--- config.mk ---
export PLATFORM = sky130hd
export DESIGN_NAME = read_datapath
export DESIGN_NICKNAME = d
export VERILOG_FILES = /design/src/rdp_pkg.sv /design/src/seq_csr_wb.sv /design/src/startup_timer.sv /design/src/read_startup_ctrl.sv /design/src/read_valid_predictor.sv /design/src/rdata_resync_fifo.sv /design/src/read_datapath.sv
export SDC_FILE = /design/constraint.sdc
export NUM_CORES = 1
export LEC_CHECK = 0
export ABC_CLOCK_PERIOD_IN_PS = 6850
export BUFFER_PORTS_ARGS = -buffer_cell sky130_fd_sc_hd__buf_2
export CORE_ASPECT_RATIO = 0.8
export CORE_MARGIN = 2
export CORE_UTILIZATION = 40
export CTS_CLUSTER_SIZE = 28
export DETAILED_ROUTE_END_ITERATION = 8
export PLACE_DENSITY_LB_ADDON = 0.12
export SETUP_SLACK_MARGIN = 0.5
export SLEW_MARGIN = 20
export SYNTH_ARGS = -nofsm -noshare
export SYNTH_HDL_FRONTEND = slang
export SYNTH_HIERARCHICAL = 1
export SYNTH_SLANG_ARGS = --single-unit
--- constraint.sdc ---
create_clock -name pll_afi_clk -period 6.85 [get_ports pll_afi_clk]
set_input_delay 1.7125 -clock pll_afi_clk [delete_from_list [all_inputs] [get_ports pll_afi_clk]]
set_output_delay 1.7125 -clock pll_afi_clk [all_outputs]
set_load 0.005 [all_outputs]
--- src/rdp_pkg.sv ---
/*
 * Shared constants, state and register enums, and the packed structs that
 * carry sequencer commands, FIFO controls and status through the read path
 */
package rdp_pkg;

    // Half-rate operation gives two controller beats per AFI clock
    localparam int AFI_RATE_RATIO = 2;
    // Each AFI beat carries two DDR beats, so one AFI word spans four
    localparam int BEATS_PER_WORD = 2 * AFI_RATE_RATIO;

    localparam int NUM_OF_DQDQS     = 2;
    localparam int DQDQS_DATA_WIDTH = 8;
    localparam int AFI_DATA_WIDTH   = 4 * NUM_OF_DQDQS * DQDQS_DATA_WIDTH;

    // Depth of the read-enable shift register inside the predictor
    localparam int MAX_READ_LATENCY = 16;

    localparam int VFIFO_PTR_WIDTH = 3;
    localparam int TIMER_WIDTH     = 4;
    localparam int WB_DATA_WIDTH   = 32;

    typedef enum logic [1:0] {
        ST_FLUSH = 2'd0,
        ST_FILL  = 2'd1,
        ST_RUN   = 2'd2
    } startup_state_e;

    // Register map, selected by the single Wishbone address bit
    typedef enum logic {
        REG_CTRL   = 1'b0,
        REG_STATUS = 1'b1
    } csr_reg_e;

    // Bit 0 is the FIFO reset and bit 1 the pointer increment, as in REG_CTRL
    typedef struct packed {
        logic incr_vfifo;
        logic fifo_reset;
    } seq_cmd_t;

    typedef struct packed {
        logic flush;
        logic rd_en;
        logic wr_en;
    } fifo_ctrl_t;

    // Pointer sits in bits 2:0, state in 4:3 and the sticky error in bit 5
    typedef struct packed {
        logic [WB_DATA_WIDTH-VFIFO_PTR_WIDTH-4:0] pad;
        logic                                      fifo_error;
        startup_state_e                            state;
        logic [VFIFO_PTR_WIDTH-1:0]                vfifo_pointer;
    } status_t;

endpackage

--- src/seq_csr_wb.sv ---
/*
 * Wishbone classic register slave standing in for the calibration sequencer
 * Turns control writes into one-cycle command pulses and returns status
 */
`timescale 1ns/1ps

module seq_csr_wb (
    input  logic                                pll_afi_clk,
    input  logic                                reset_n_afi_clk,
    input  logic                                wb_cyc,
    input  logic                                wb_stb,
    input  logic                                wb_we,
    input  logic                                wb_adr,
    input  logic [rdp_pkg::WB_DATA_WIDTH-1:0]   wb_dat_i,
    output logic [rdp_pkg::WB_DATA_WIDTH-1:0]   wb_dat_o,
    output logic                                wb_ack,
    output rdp_pkg::seq_cmd_t                   seq_cmd,
    input  logic [rdp_pkg::VFIFO_PTR_WIDTH-1:0] vfifo_pointer,
    input  rdp_pkg::startup_state_e             state,
    input  logic                                fifo_error
);
    import rdp_pkg::*;

    csr_reg_e reg_sel;
    logic     bus_req;
    logic     error_sticky;
    status_t  status;

    assign reg_sel = csr_reg_e'(wb_adr);

    // A request counts once, in the cycle before it is acknowledged
    assign bus_req = wb_cyc && wb_stb && !wb_ack;

    // Ack follows the request by one cycle and the command pulse goes out with it
    always_ff @(posedge pll_afi_clk or negedge reset_n_afi_clk)
    begin
        if (!reset_n_afi_clk)
        begin
            wb_ack  <= 1'b0;
            seq_cmd <= '0;
        end
        else
        begin
            wb_ack <= bus_req;
            // Command bits self-clear after a single cycle
            if (bus_req && wb_we && reg_sel == REG_CTRL)
                seq_cmd <= seq_cmd_t'(wb_dat_i[$bits(seq_cmd_t)-1:0]);
            else
                seq_cmd <= '0;
        end
    end

    // Any FIFO fault stays visible to the sequencer until the next reset
    always_ff @(posedge pll_afi_clk or negedge reset_n_afi_clk)
    begin
        if (!reset_n_afi_clk)
            error_sticky <= 1'b0;
        else if (fifo_error)
            error_sticky <= 1'b1;
    end

    always_comb
    begin
        status               = '0;
        status.vfifo_pointer = vfifo_pointer;
        status.state         = state;
        status.fifo_error    = error_sticky;
    end

    // Read data is only valid alongside ack, and REG_CTRL reads back as zero
    assign wb_dat_o = (wb_ack && !wb_we && reg_sel == REG_STATUS) ? status : '0;

    // Ack only ever lands inside a cycle that the master still holds open
    ack_needs_request: assert property (
        @(posedge pll_afi_clk) disable iff (!reset_n_afi_clk)
        wb_ack |-> (wb_cyc && wb_stb)
    );

endmodule

--- src/startup_timer.sv ---
/*
 * Saturating startup counter that the startup FSM restarts and reads
 */
`timescale 1ns/1ps

module startup_timer (
    input  logic                            pll_afi_clk,
    input  logic                            reset_n_afi_clk,
    input  logic                            restart,
    output logic [rdp_pkg::TIMER_WIDTH-1:0] count
);

    // Counts every cycle and holds at all ones so the thresholds stay passed
    always_ff @(posedge pll_afi_clk or negedge reset_n_afi_clk)
    begin
        if (!reset_n_afi_clk)
            count <= '0;
        else if (restart)
            count <= '0;
        else if (count != '1)
            count <= count + 1'b1;
    end

endmodule

--- src/read_startup_ctrl.sv ---
/*
 * Startup FSM for the read-data FIFO
 * Sequences flush, fill and run, and opens the write side two cycles ahead of read
 */
`timescale 1ns/1ps

module read_startup_ctrl (
    input  logic                            pll_afi_clk,
    input  logic                            reset_n_afi_clk,
    input  logic                            fifo_reset,
    input  logic [rdp_pkg::TIMER_WIDTH-1:0] count,
    output logic                            timer_restart,
    output rdp_pkg::fifo_ctrl_t             fifo_ctrl,
    output rdp_pkg::startup_state_e         state
);
    import rdp_pkg::*;

    // The two-count gap between these sets the fixed FIFO fill level
    localparam int WR_START = 5;
    localparam int RD_START = 7;

    // The timer starts over on the edge that leaves the flush state
    assign timer_restart = (state == ST_FLUSH);

    always_ff @(posedge pll_afi_clk or negedge reset_n_afi_clk)
    begin
        if (!reset_n_afi_clk)
        begin
            state     <= ST_FILL;
            fifo_ctrl <= '0;
        end
        else if (fifo_reset)
        begin
            // A sequencer reset wins in every state
            state           <= ST_FLUSH;
            fifo_ctrl.flush <= 1'b1;
            fifo_ctrl.wr_en <= 1'b0;
            fifo_ctrl.rd_en <= 1'b0;
        end
        else
        begin
            case (state)
                ST_FLUSH:
                begin
                    // Flush lasts exactly one cycle
                    fifo_ctrl.flush <= 1'b0;
                    state           <= ST_FILL;
                end
                ST_FILL:
                begin
                    if (count > TIMER_WIDTH'(WR_START))
                        fifo_ctrl.wr_en <= 1'b1;
                    if (count > TIMER_WIDTH'(RD_START))
                    begin
                        fifo_ctrl.rd_en <= 1'b1;
                        state           <= ST_RUN;
                    end
                end
                ST_RUN:
                begin
                    // Both sides stream until the next FIFO reset
                    fifo_ctrl.wr_en <= 1'b1;
                    fifo_ctrl.rd_en <= 1'b1;
                end
                default:
                    state <= ST_FILL;
            endcase
        end
    end

    // Reading needs the write side open, and opened at least two cycles before
    rd_follows_wr: assert property (
        @(posedge pll_afi_clk) disable iff (!reset_n_afi_clk)
        fifo_ctrl.rd_en |-> fifo_ctrl.wr_en
    );

    rd_lead_two: assert property (
        @(posedge pll_afi_clk) disable iff (!reset_n_afi_clk)
        $rose(fifo_ctrl.rd_en) |-> $past(fifo_ctrl.wr_en, 2)
    );

endmodule

--- src/read_valid_predictor.sv ---
/*
 * Read-valid predictor
 * Delays the read enable through a shift register and taps it at a calibrated point
 */
`timescale 1ns/1ps

module read_valid_predictor #(
    parameter int MAX_READ_LATENCY = rdp_pkg::MAX_READ_LATENCY
) (
    input  logic                                pll_afi_clk,
    input  logic                                reset_n_afi_clk,
    input  logic [rdp_pkg::AFI_RATE_RATIO-1:0]  afi_rdata_en,
    input  logic                                incr_vfifo,
    output logic [rdp_pkg::AFI_RATE_RATIO-1:0]  afi_rdata_valid,
    output logic [rdp_pkg::VFIFO_PTR_WIDTH-1:0] vfifo_pointer
);
    import rdp_pkg::*;

    // Lowest tap sits this far down the chain, so pointer 0 still sees a full delay
    localparam int VFIFO_OFFSET = MAX_READ_LATENCY - 8;
    localparam int TAP_WIDTH    = $clog2(MAX_READ_LATENCY);

    logic [MAX_READ_LATENCY-1:0] vfifo;
    logic [TAP_WIDTH-1:0]        tap;
    logic                        valid_q;

    // The controller raises both enable bits together, so bit 0 stands for the pair
    always_ff @(posedge pll_afi_clk or negedge reset_n_afi_clk)
    begin
        if (!reset_n_afi_clk)
            vfifo <= '0;
        else
            vfifo <= {vfifo[MAX_READ_LATENCY-2:0], afi_rdata_en[0]};
    end

    // Calibration steps the pointer one cycle later at a time, wrapping after 7
    always_ff @(posedge pll_afi_clk or negedge reset_n_afi_clk)
    begin
        if (!reset_n_afi_clk)
            vfifo_pointer <= '0;
        else if (incr_vfifo)
            vfifo_pointer <= vfifo_pointer + 1'b1;
    end

    assign tap = TAP_WIDTH'(VFIFO_OFFSET) + TAP_WIDTH'(vfifo_pointer);

    // One more register stage after the tap gives 9 cycles at pointer 0
    always_ff @(posedge pll_afi_clk or negedge reset_n_afi_clk)
    begin
        if (!reset_n_afi_clk)
            valid_q <= 1'b0;
        else
            valid_q <= vfifo[tap];
    end

    assign afi_rdata_valid = {AFI_RATE_RATIO{valid_q}};

endmodule

--- src/rdata_resync_fifo.sv ---
/*
 * Eight-entry read-data resync FIFO with a registered output
 * Words leave reordered from group-major to beat-major slices
 */
`timescale 1ns/1ps

module rdata_resync_fifo #(
    parameter int  NUM_OF_DQDQS     = rdp_pkg::NUM_OF_DQDQS,
    parameter int  DQDQS_DATA_WIDTH = rdp_pkg::DQDQS_DATA_WIDTH,
    localparam int DATA_WIDTH       = rdp_pkg::BEATS_PER_WORD * NUM_OF_DQDQS * DQDQS_DATA_WIDTH
) (
    input  logic                  pll_afi_clk,
    input  logic                  reset_n_afi_clk,
    input  logic [DATA_WIDTH-1:0] rdata_hr,
    input  rdp_pkg::fifo_ctrl_t   fifo_ctrl,
    output logic [DATA_WIDTH-1:0] afi_rdata,
    output logic                  fifo_error
);
    import rdp_pkg::*;

    localparam int DEPTH     = 8;
    localparam int PTR_WIDTH = $clog2(DEPTH);

    logic [DATA_WIDTH-1:0] mem [DEPTH];
    logic [PTR_WIDTH-1:0]  wr_ptr;
    logic [PTR_WIDTH-1:0]  rd_ptr;
    logic [PTR_WIDTH:0]    fill_level;
    logic                  full;
    logic                  empty;
    logic                  do_wr;
    logic                  do_rd;
    logic [DATA_WIDTH-1:0] rd_word;
    logic [DATA_WIDTH-1:0] rd_word_reord;

    assign full  = (fill_level == (PTR_WIDTH+1)'(DEPTH));
    assign empty = (fill_level == '0);

    // A write into a full FIFO only goes ahead when a read frees a slot the same cycle
    assign do_wr = fifo_ctrl.wr_en && (!full || fifo_ctrl.rd_en);
    assign do_rd = fifo_ctrl.rd_en && !empty;

    always_ff @(posedge pll_afi_clk)
    begin
        if (do_wr)
            mem[wr_ptr] <= rdata_hr;
    end

    assign rd_word = mem[rd_ptr];

    // Input slice (group g, beat b) moves to output slice (beat b, group g)
    for (genvar g = 0; g < NUM_OF_DQDQS; g++)
    begin : g_group
        for (genvar b = 0; b < BEATS_PER_WORD; b++)
        begin : g_beat
            assign rd_word_reord[(b*NUM_OF_DQDQS+g)*DQDQS_DATA_WIDTH +: DQDQS_DATA_WIDTH] =
                rd_word[(g*BEATS_PER_WORD+b)*DQDQS_DATA_WIDTH +: DQDQS_DATA_WIDTH];
        end
    end

    always_ff @(posedge pll_afi_clk or negedge reset_n_afi_clk)
    begin
        if (!reset_n_afi_clk)
        begin
            wr_ptr     <= '0;
            rd_ptr     <= '0;
            fill_level <= '0;
            afi_rdata  <= '0;
            fifo_error <= 1'b0;
        end
        else if (fifo_ctrl.flush)
        begin
            // Flush drops all stored words and zeroes the output
            wr_ptr     <= '0;
            rd_ptr     <= '0;
            fill_level <= '0;
            afi_rdata  <= '0;
            fifo_error <= 1'b0;
        end
        else
        begin
            if (do_wr)
                wr_ptr <= wr_ptr + 1'b1;
            if (do_rd)
            begin
                rd_ptr    <= rd_ptr + 1'b1;
                afi_rdata <= rd_word_reord;
            end
            case ({do_wr, do_rd})
                2'b10:   fill_level <= fill_level + 1'b1;
                2'b01:   fill_level <= fill_level - 1'b1;
                default: fill_level <= fill_level;
            endcase
            // One-cycle flag for a request that had to be refused
            fifo_error <= (fifo_ctrl.wr_en && !do_wr) || (fifo_ctrl.rd_en && !do_rd);
        end
    end

    // The startup FSM keeps the fill level at two, so neither fault should happen
    no_overflow: assert property (
        @(posedge pll_afi_clk) disable iff (!reset_n_afi_clk)
        fifo_ctrl.wr_en |-> (!full || fifo_ctrl.rd_en)
    );

    no_underflow: assert property (
        @(posedge pll_afi_clk) disable iff (!reset_n_afi_clk)
        fifo_ctrl.rd_en |-> !empty
    );

endmodule

--- src/read_datapath.sv ---
/*
 * Read datapath top level in the AFI clock domain
 * Connects the register slave, startup FSM and timer, valid predictor and resync FIFO
 */
`timescale 1ns/1ps

module read_datapath #(
    parameter int  NUM_OF_DQDQS     = rdp_pkg::NUM_OF_DQDQS,
    parameter int  DQDQS_DATA_WIDTH = rdp_pkg::DQDQS_DATA_WIDTH,
    parameter int  MAX_READ_LATENCY = rdp_pkg::MAX_READ_LATENCY,
    localparam int AFI_DATA_WIDTH   = rdp_pkg::BEATS_PER_WORD * NUM_OF_DQDQS * DQDQS_DATA_WIDTH
) (
    input  logic                               pll_afi_clk,
    input  logic                               reset_n_afi_clk,
    input  logic [AFI_DATA_WIDTH-1:0]          rdata_hr,
    input  logic [rdp_pkg::AFI_RATE_RATIO-1:0] afi_rdata_en,
    input  logic                               wb_cyc,
    input  logic                               wb_stb,
    input  logic                               wb_we,
    input  logic                               wb_adr,
    input  logic [rdp_pkg::WB_DATA_WIDTH-1:0]  wb_dat_i,
    output logic [rdp_pkg::WB_DATA_WIDTH-1:0]  wb_dat_o,
    output logic                               wb_ack,
    output logic [AFI_DATA_WIDTH-1:0]          afi_rdata,
    output logic [rdp_pkg::AFI_RATE_RATIO-1:0] afi_rdata_valid
);
    import rdp_pkg::*;

    seq_cmd_t                   seq_cmd;
    fifo_ctrl_t                 fifo_ctrl;
    startup_state_e             state;
    logic [TIMER_WIDTH-1:0]     count;
    logic                       timer_restart;
    logic [VFIFO_PTR_WIDTH-1:0] vfifo_pointer;
    logic                       fifo_error;

    // Sequencer stand-in on the Wishbone bus
    seq_csr_wb i_seq_csr_wb (
        .pll_afi_clk     (pll_afi_clk),
        .reset_n_afi_clk (reset_n_afi_clk),
        .wb_cyc          (wb_cyc),
        .wb_stb          (wb_stb),
        .wb_we           (wb_we),
        .wb_adr          (wb_adr),
        .wb_dat_i        (wb_dat_i),
        .wb_dat_o        (wb_dat_o),
        .wb_ack          (wb_ack),
        .seq_cmd         (seq_cmd),
        .vfifo_pointer   (vfifo_pointer),
        .state           (state),
        .fifo_error      (fifo_error)
    );

    startup_timer i_startup_timer (
        .pll_afi_clk     (pll_afi_clk),
        .reset_n_afi_clk (reset_n_afi_clk),
        .restart         (timer_restart),
        .count           (count)
    );

    read_startup_ctrl i_read_startup_ctrl (
        .pll_afi_clk     (pll_afi_clk),
        .reset_n_afi_clk (reset_n_afi_clk),
        .fifo_reset      (seq_cmd.fifo_reset),
        .count           (count),
        .timer_restart   (timer_restart),
        .fifo_ctrl       (fifo_ctrl),
        .state           (state)
    );

    read_valid_predictor #(
        .MAX_READ_LATENCY (MAX_READ_LATENCY)
    ) i_read_valid_predictor (
        .pll_afi_clk     (pll_afi_clk),
        .reset_n_afi_clk (reset_n_afi_clk),
        .afi_rdata_en    (afi_rdata_en),
        .incr_vfifo      (seq_cmd.incr_vfifo),
        .afi_rdata_valid (afi_rdata_valid),
        .vfifo_pointer   (vfifo_pointer)
    );

    // Data path, two cycles from rdata_hr to afi_rdata once running
    rdata_resync_fifo #(
        .NUM_OF_DQDQS     (NUM_OF_DQDQS),
        .DQDQS_DATA_WIDTH (DQDQS_DATA_WIDTH)
    ) i_rdata_resync_fifo (
        .pll_afi_clk     (pll_afi_clk),
        .reset_n_afi_clk (reset_n_afi_clk),
        .rdata_hr        (rdata_hr),
        .fifo_ctrl       (fifo_ctrl),
        .afi_rdata       (afi_rdata),
        .fifo_error      (fifo_error)
    );

endmodule

## After elaboration in Yosys (flattened, before gate mapping)

Memory sizes are Yosys's and may differ from the RTL's.
Index checks and enable logic that the tools add are counted.

| word-level totals | value |
|---|---|
| memories | 1 |
| register bits | 108 |
| RAM bits | 512 |
| input bits | 104 |

Memories:

| name | words | width | rd ports | clocked after memory_dff | wr ports | line | RTL |
|---|---|---|---|---|---|---|---|
| i_rdata_resync_fifo.mem | 8 | 64 | 1 | 0 | 1 | rdata_resync_fifo.sv:24 | `logic [DATA_WIDTH-1:0] mem [DEPTH];` |

| operators by class | value |
|---|---|
| bitwise gates (word level) | 1 |
| add/subtract/negate cells | 7 |
| mux-type cells | 25 |
| eq/ne operators | 9 |
| reductions and logical operators | 29 |
| magnitude comparators | 3 |

Operator list:

| cell | number |
|---|---|
| 2-to-1 mux 64 bit | 2 |
| 2-to-1 mux 3 bit | 5 |
| 2-to-1 mux 4 bit | 3 |
| logical AND 1 bit | 10 |
| adder 3 x 1 -> 3 bit (second input constant) | 3 |
| adder 4 x 1 -> 4 bit (second input constant) | 2 |
| greater-than comparator 4 x 3 -> 1 bit (second input constant) | 2 |
| one-hot mux 2 bit (2 select lines) | 2 |
| one-hot mux 4 bit (2 select lines) | 1 |
| nonzero test 2 bit | 4 |
| 2-to-1 mux 1 bit | 7 |
| zero test 1 bit | 6 |
| 2-to-1 mux 2 bit | 3 |
| 2-to-1 mux 6 bit | 1 |
| inequality test 3 x 2 -> 1 bit (second input constant) | 2 |
| AND reduction 2 bit | 3 |
| nonzero test 3 bit | 2 |
| less-than comparator 4 x 5 -> 1 bit (second input constant) | 1 |
| adder 4 x 3 -> 4 bit (first input constant) | 1 |
| binary-select mux 1 bit (select 4 bit) | 1 |
| equality test 2 x 1 -> 1 bit (second input constant) | 2 |
| equality test 2 bit (second input constant) | 2 |
| equality test 4 bit (second input constant) | 1 |
| zero test 4 bit | 1 |
| 6 further kinds | 7 |

## Logic depth before layout (Yosys ltp)

| depth | value |
|---|---|
| word-level depth | 8 |
| mapped depth | 9 |
| depth with buffers taken out | 7 |

## Modules after synthesis

The synthesis kept the hierarchy.

Modules (own cells, without submodules):

| module | cells each | area an instance (um2) | seq. area each (um2) | times used |
|---|---|---|---|---|
| rdata_resync_fifo | 1,029 | 22,048.6 | 17,251.5 | 1 |
| read_valid_predictor | 30 | 624.3 | 500.5 | 1 |
| seq_csr_wb | 43 | 386.6 | 100.1 | 1 |
| startup_timer | 19 | 214.0 | 100.1 | 1 |
| read_startup_ctrl | 18 | 206.4 | 126.4 | 1 |

## Worst setup path before layout

OpenSTA, ideal clock, no wires.

| timing | value |
|---|---|
| kind | register -> register |
| from | reg i_read_startup_ctrl/fifo_ctrl[1] (netlist name) |
| to | mem i_rdata_resync_fifo/mem[0][0] (netlist name) (enable) |
| cell stages (with the launch flop) | 6 |
| library setup time | 565 ps |
| arrival | 5,655 ps |
| slack | 630 ps |
| cells stage by stage | dfrtp_1 clkbuf_1 nand2b_1 o21ai_0 or2_2 nor3_1 |

| on the way | value |
|---|---|
| longest elaborated chain between the ends | 4 |

RTL lines:

| element | line | RTL |
|---|---|---|
| logical OR 1 bit | rdata_resync_fifo.sv:39 | `assign do_wr = fifo_ctrl.wr_en && (!full \|\| fifo_ctrl.rd_en);` |
| logical AND 1 bit | rdata_resync_fifo.sv:39 |  |
| 2-to-1 mux 1 bit | rdata_resync_fifo.sv:44 | `if (do_wr)` |
| 2-to-1 mux 1 bit (implied by the code) | rdata_resync_fifo.sv:45 | `mem[wr_ptr] <= rdata_hr;` |
| end, declared | rdata_resync_fifo.sv:24 |  |

No other way between the ends.

## Final worst setup path

| timing | value |
|---|---|
| from | in wb_adr |
| to | out wb_dat_o[2] (netlist name) |

| on the way | value |
|---|---|
| longest elaborated chain between the ends | 2 |

RTL lines:

| element | line | RTL |
|---|---|---|
| start, declared | read_datapath.sv:20 | `input logic wb_adr,` |
| logical AND 1 bit | seq_csr_wb.sv:71 | `assign wb_dat_o = (wb_ack && !wb_we && reg_sel == REG_STATUS) ? status : '0;` |
| 2-to-1 mux 6 bit | seq_csr_wb.sv:71 |  |
| end, declared | read_datapath.sv:22 | `output logic [rdp_pkg::WB_DATA_WIDTH-1:0] wb_dat_o,` |

No other way between the ends.

==> summary.md <==
| Metric | Value |
|---|---|
| Worst Hold Class | reg -> reg |
| Worst Path Max Fanout | 5 |
| Post-CTS Hold Buffers | 0 |
| Yosys reg bits | 620 |
| Largest net degree at the start of global routing | 62 |
| P_leak | 9.45 nW |
| Remaining Overflow, GRT | 0 |
| # DRC | 0 |
| Setup violations, final | 0 |
| Sequential cell area | 18100 um2 |
| Achievable clock frequency | 0.249 GHz |
| CTS max path bufs | 3 |
| Worst-Margin Slew | 1.06 ns |
| Asr flop ratio synth | 17.4% |
| First-pass GRT wire length | 74500 um |
| Sequential cell area fraction in the yosys report | 77.0% |
| Placed Instance Area | 25100 um2 |
| Initial Util | 40.4% |
| Inserted Clock Buffers | 61 |
| Gpl congestion | 0.700 |
| Crit path DAT | 2.31 ns |
| Post-Syn Area | 23500 um2 |
| Total GRT Usage | 16.8% |
| Syn_area_per_cell | 20.6 um2 |
| Detailed placement HPWL | 26000 um |
| Max Cap Viol | 0 |
| Area of the multi-input gates | 5090 um2 |
| CP Launch Type | input pin |
| Routed wire length | 49900 um |
| CTS root buffer | clkbuf_16 |
| Port Buffers | 145 |
| RSZ-0062 raised after global routing | no |
| Area growth syn-to-layout | 16.0% |
| Syn Inst Count | 1139 |
| Die H | 221 um |
| Setup crit end kind | output port |
| Clk_lat worst skew | 0.62 ns |
| Part of the cycle the worst path needs | 58.7% |
| Clock transition at the registers of the reported paths | 0.06 ns |
| Layout cells sized above 1 | 31.3% |
| Post-Layout Cell Count | 2142 |
| Post-synth EDFFs | 512 |
| Number of global-route vias before repair | 11400 |
| Setup bufs post-CTS | 0 |
| Result of the run | completed |
| Final setup margin | 2.83 ns |
| Placed Cells | 2021 |
| DRT antenna net count | 0 |
| Fin crit period | 4.02 ns |
| Site Rows | 79 |
| Finished Cell Area | 27200 um2 |
| Hold Vio Cnt, Final | 0 |
| Final core utilization | 46.9% |
| Core Area | 58100 um2 |
| Die Wd | 275 um |
| # resized after CTS | 0 |
| Worst VDD drop | 0.000240 V |
| Fin. max-slew vios | 0 |
| Fin Setup TNS | 0 ns |
| Clock Sinks | 620 |
| Die area | 60700 um2 |
| Number of DRC markers after the initial detailed-route iteration | 907 |
| Final Skew | 0.0384 ns |
| Via/cell ratio | 5.11 |
| Initial DRT Pass Iterations | 5 |
| CTS tree | done |
| Main flop type after synthesis | edfxtp_1 |
| Critical Path RT | 5.14 ns |
| Htree depth | 2 |
| Fillcell total | 4899 |
| Dpl ws | 2.83 ns |
| Detailed-route via count | 11000 |
| Rel. slew slack | 28.9% |
| Yosys warns | 6 |
| Drt wl/cell | 23.3 um |
| Final Net Count | 1425 |
| WS Path Type | in -> out |
| IO Pins | 203 |
| Initial antenna violation count | 10 |
| Power density over the cells | 471 nW/um2 |
| Netlist cell types | 55 |
per-stage QoR:
step | power [mW] | hold WS (ns)
after floorplan | 8.23 | 0.331
after global placement | 9.46 | 0.333
after detailed placement | 9.53 | 0.337
after CTS | 13.1 | 0.352
after global routing | 13.6 | 0.364
final | 12.8 | 0.350
cells in the mapped netlist (12+ instances only):
cell      count  area share, %
edfxtp_1    512             65
mux4_2      128             12
dfrtp_1     107             11
nand2_1      72            1.2
mux2i_1      66            2.8
o21ai_1      54            1.2
buf_4        34            1.1
clkbuf_1     23           0.37
buf_2        16           0.34
nor2_1       16           0.26
o21ai_0      12           0.26
cell families (layout without fill, tap and decap cells):
| family | count (synthesis) | in the layout | synth area share, % |
|---|---|---|---|
| other cells | 1 | 31 | 0.0160 |
| compound gates | 89 | 89 | 2.17 |
| fa+ha+maj | 6 | 6 | 0.320 |
| flops | 620 | 620 | 77.0 |
| mux | 201 | 201 | 15.6 |
| buf+inv | 82 | 286 | 1.97 |
| xor+xnor | 6 | 6 | 0.224 |
| simple gates | 134 | 134 | 2.74 |
power breakdown:
part           switching (mW)  internal (mW)
clock network            1.43           2.10
registers               0.510           5.26
logic                    2.01           1.52
metal layers:
layer  part of all wire [%]  vias up  GRT usage [%]
li1                       -     4886              -
met1                     45     5797           23.6
met2                     48      191           26.8
met3                    5.2       66           3.83
met4                    1.6       14           3.77
met5                   0.18        -              0
flip-flops by register name, summed over array words and instances, names as in the netlist:
signal                                cells
i_seq_csr_wb/seq_cmd                      2
i_seq_csr_wb/error_sticky                 1
i_read_startup_ctrl/fifo_ctrl             3
i_rdata_resync_fifo/mem                 512
i_startup_timer/count                     4
i_rdata_resync_fifo/fill_level            4
i_rdata_resync_fifo/rd_ptr                3
i_read_valid_predictor/vfifo_pointer      3
i_rdata_resync_fifo/fifo_error            1
i_rdata_resync_fifo/wr_ptr                3
i_read_valid_predictor/valid_q            1
i_rdata_resync_fifo/afi_rdata            64
i_seq_csr_wb/wb_ack                       1
i_read_startup_ctrl/state                 2
i_read_valid_predictor/vfifo             16
critical path, cell delays in order:
cell and delay [ns]:
buf_2 0.11, and3b_2 0.21, and2_1 0.15, buf_2 0.12
final timing paths:
check	start	end	slack, ns	depth (start not counted)
worst min-delay path	i_read_valid_predictor/vfifo[5]	i_read_valid_predictor/vfifo[6]	0.35	0
max in group asynchronous	reset_n_afi_clk	i_rdata_resync_fifo/afi_rdata[59]	4.52	2
worst max-delay path	wb_adr	wb_dat_o[2]	2.83	4
min in group asynchronous	reset_n_afi_clk	i_rdata_resync_fifo/afi_rdata[62]	1.14	1
worst min register to register	i_read_valid_predictor/vfifo[5]	i_read_valid_predictor/vfifo[6]	0.35	0
worst max register to register	i_read_startup_ctrl/fifo_ctrl[1]	i_rdata_resync_fifo/mem[2][37]	3.48	5
layout by cell type (no fill, tap or decap), types with 4 or more instances in the layout:
master      count
a21oi_1         5
and2_1          6
and3_1          4
buf_2         144
buf_4          23
bufinv_16       9
clkbuf_1       11
clkbuf_16      63
clkbuf_8        6
clkinv_2       13
clkinvlp_4      8
conb_1         26
dfrtp_1       104
diode_2         5
edfxtp_1      512
ha_1            6
mux2i_1        66
mux4_2        128
nand2_1        72
nand2b_1        6
nor2_1         10
nor2_4          6
nor2b_1         4
nor3_1          4
o21ai_0        12
o21ai_1        54
xor2_1          5
layout make-up:
class / count / area share (%)
Sequential cell: 620 / 66.4
Multi-Input combinational cell: 462 / 18.7
Clock buffer: 80 / 6.24
Tap cell: 769 / 3.53
Timing Repair Buffer: 168 / 3.35
Clock inverter: 36 / 1.69
Antenna cell: 5 / 0.0459
Inverter: 2 / 0.0276
Power figures use the tool's default switching activity.
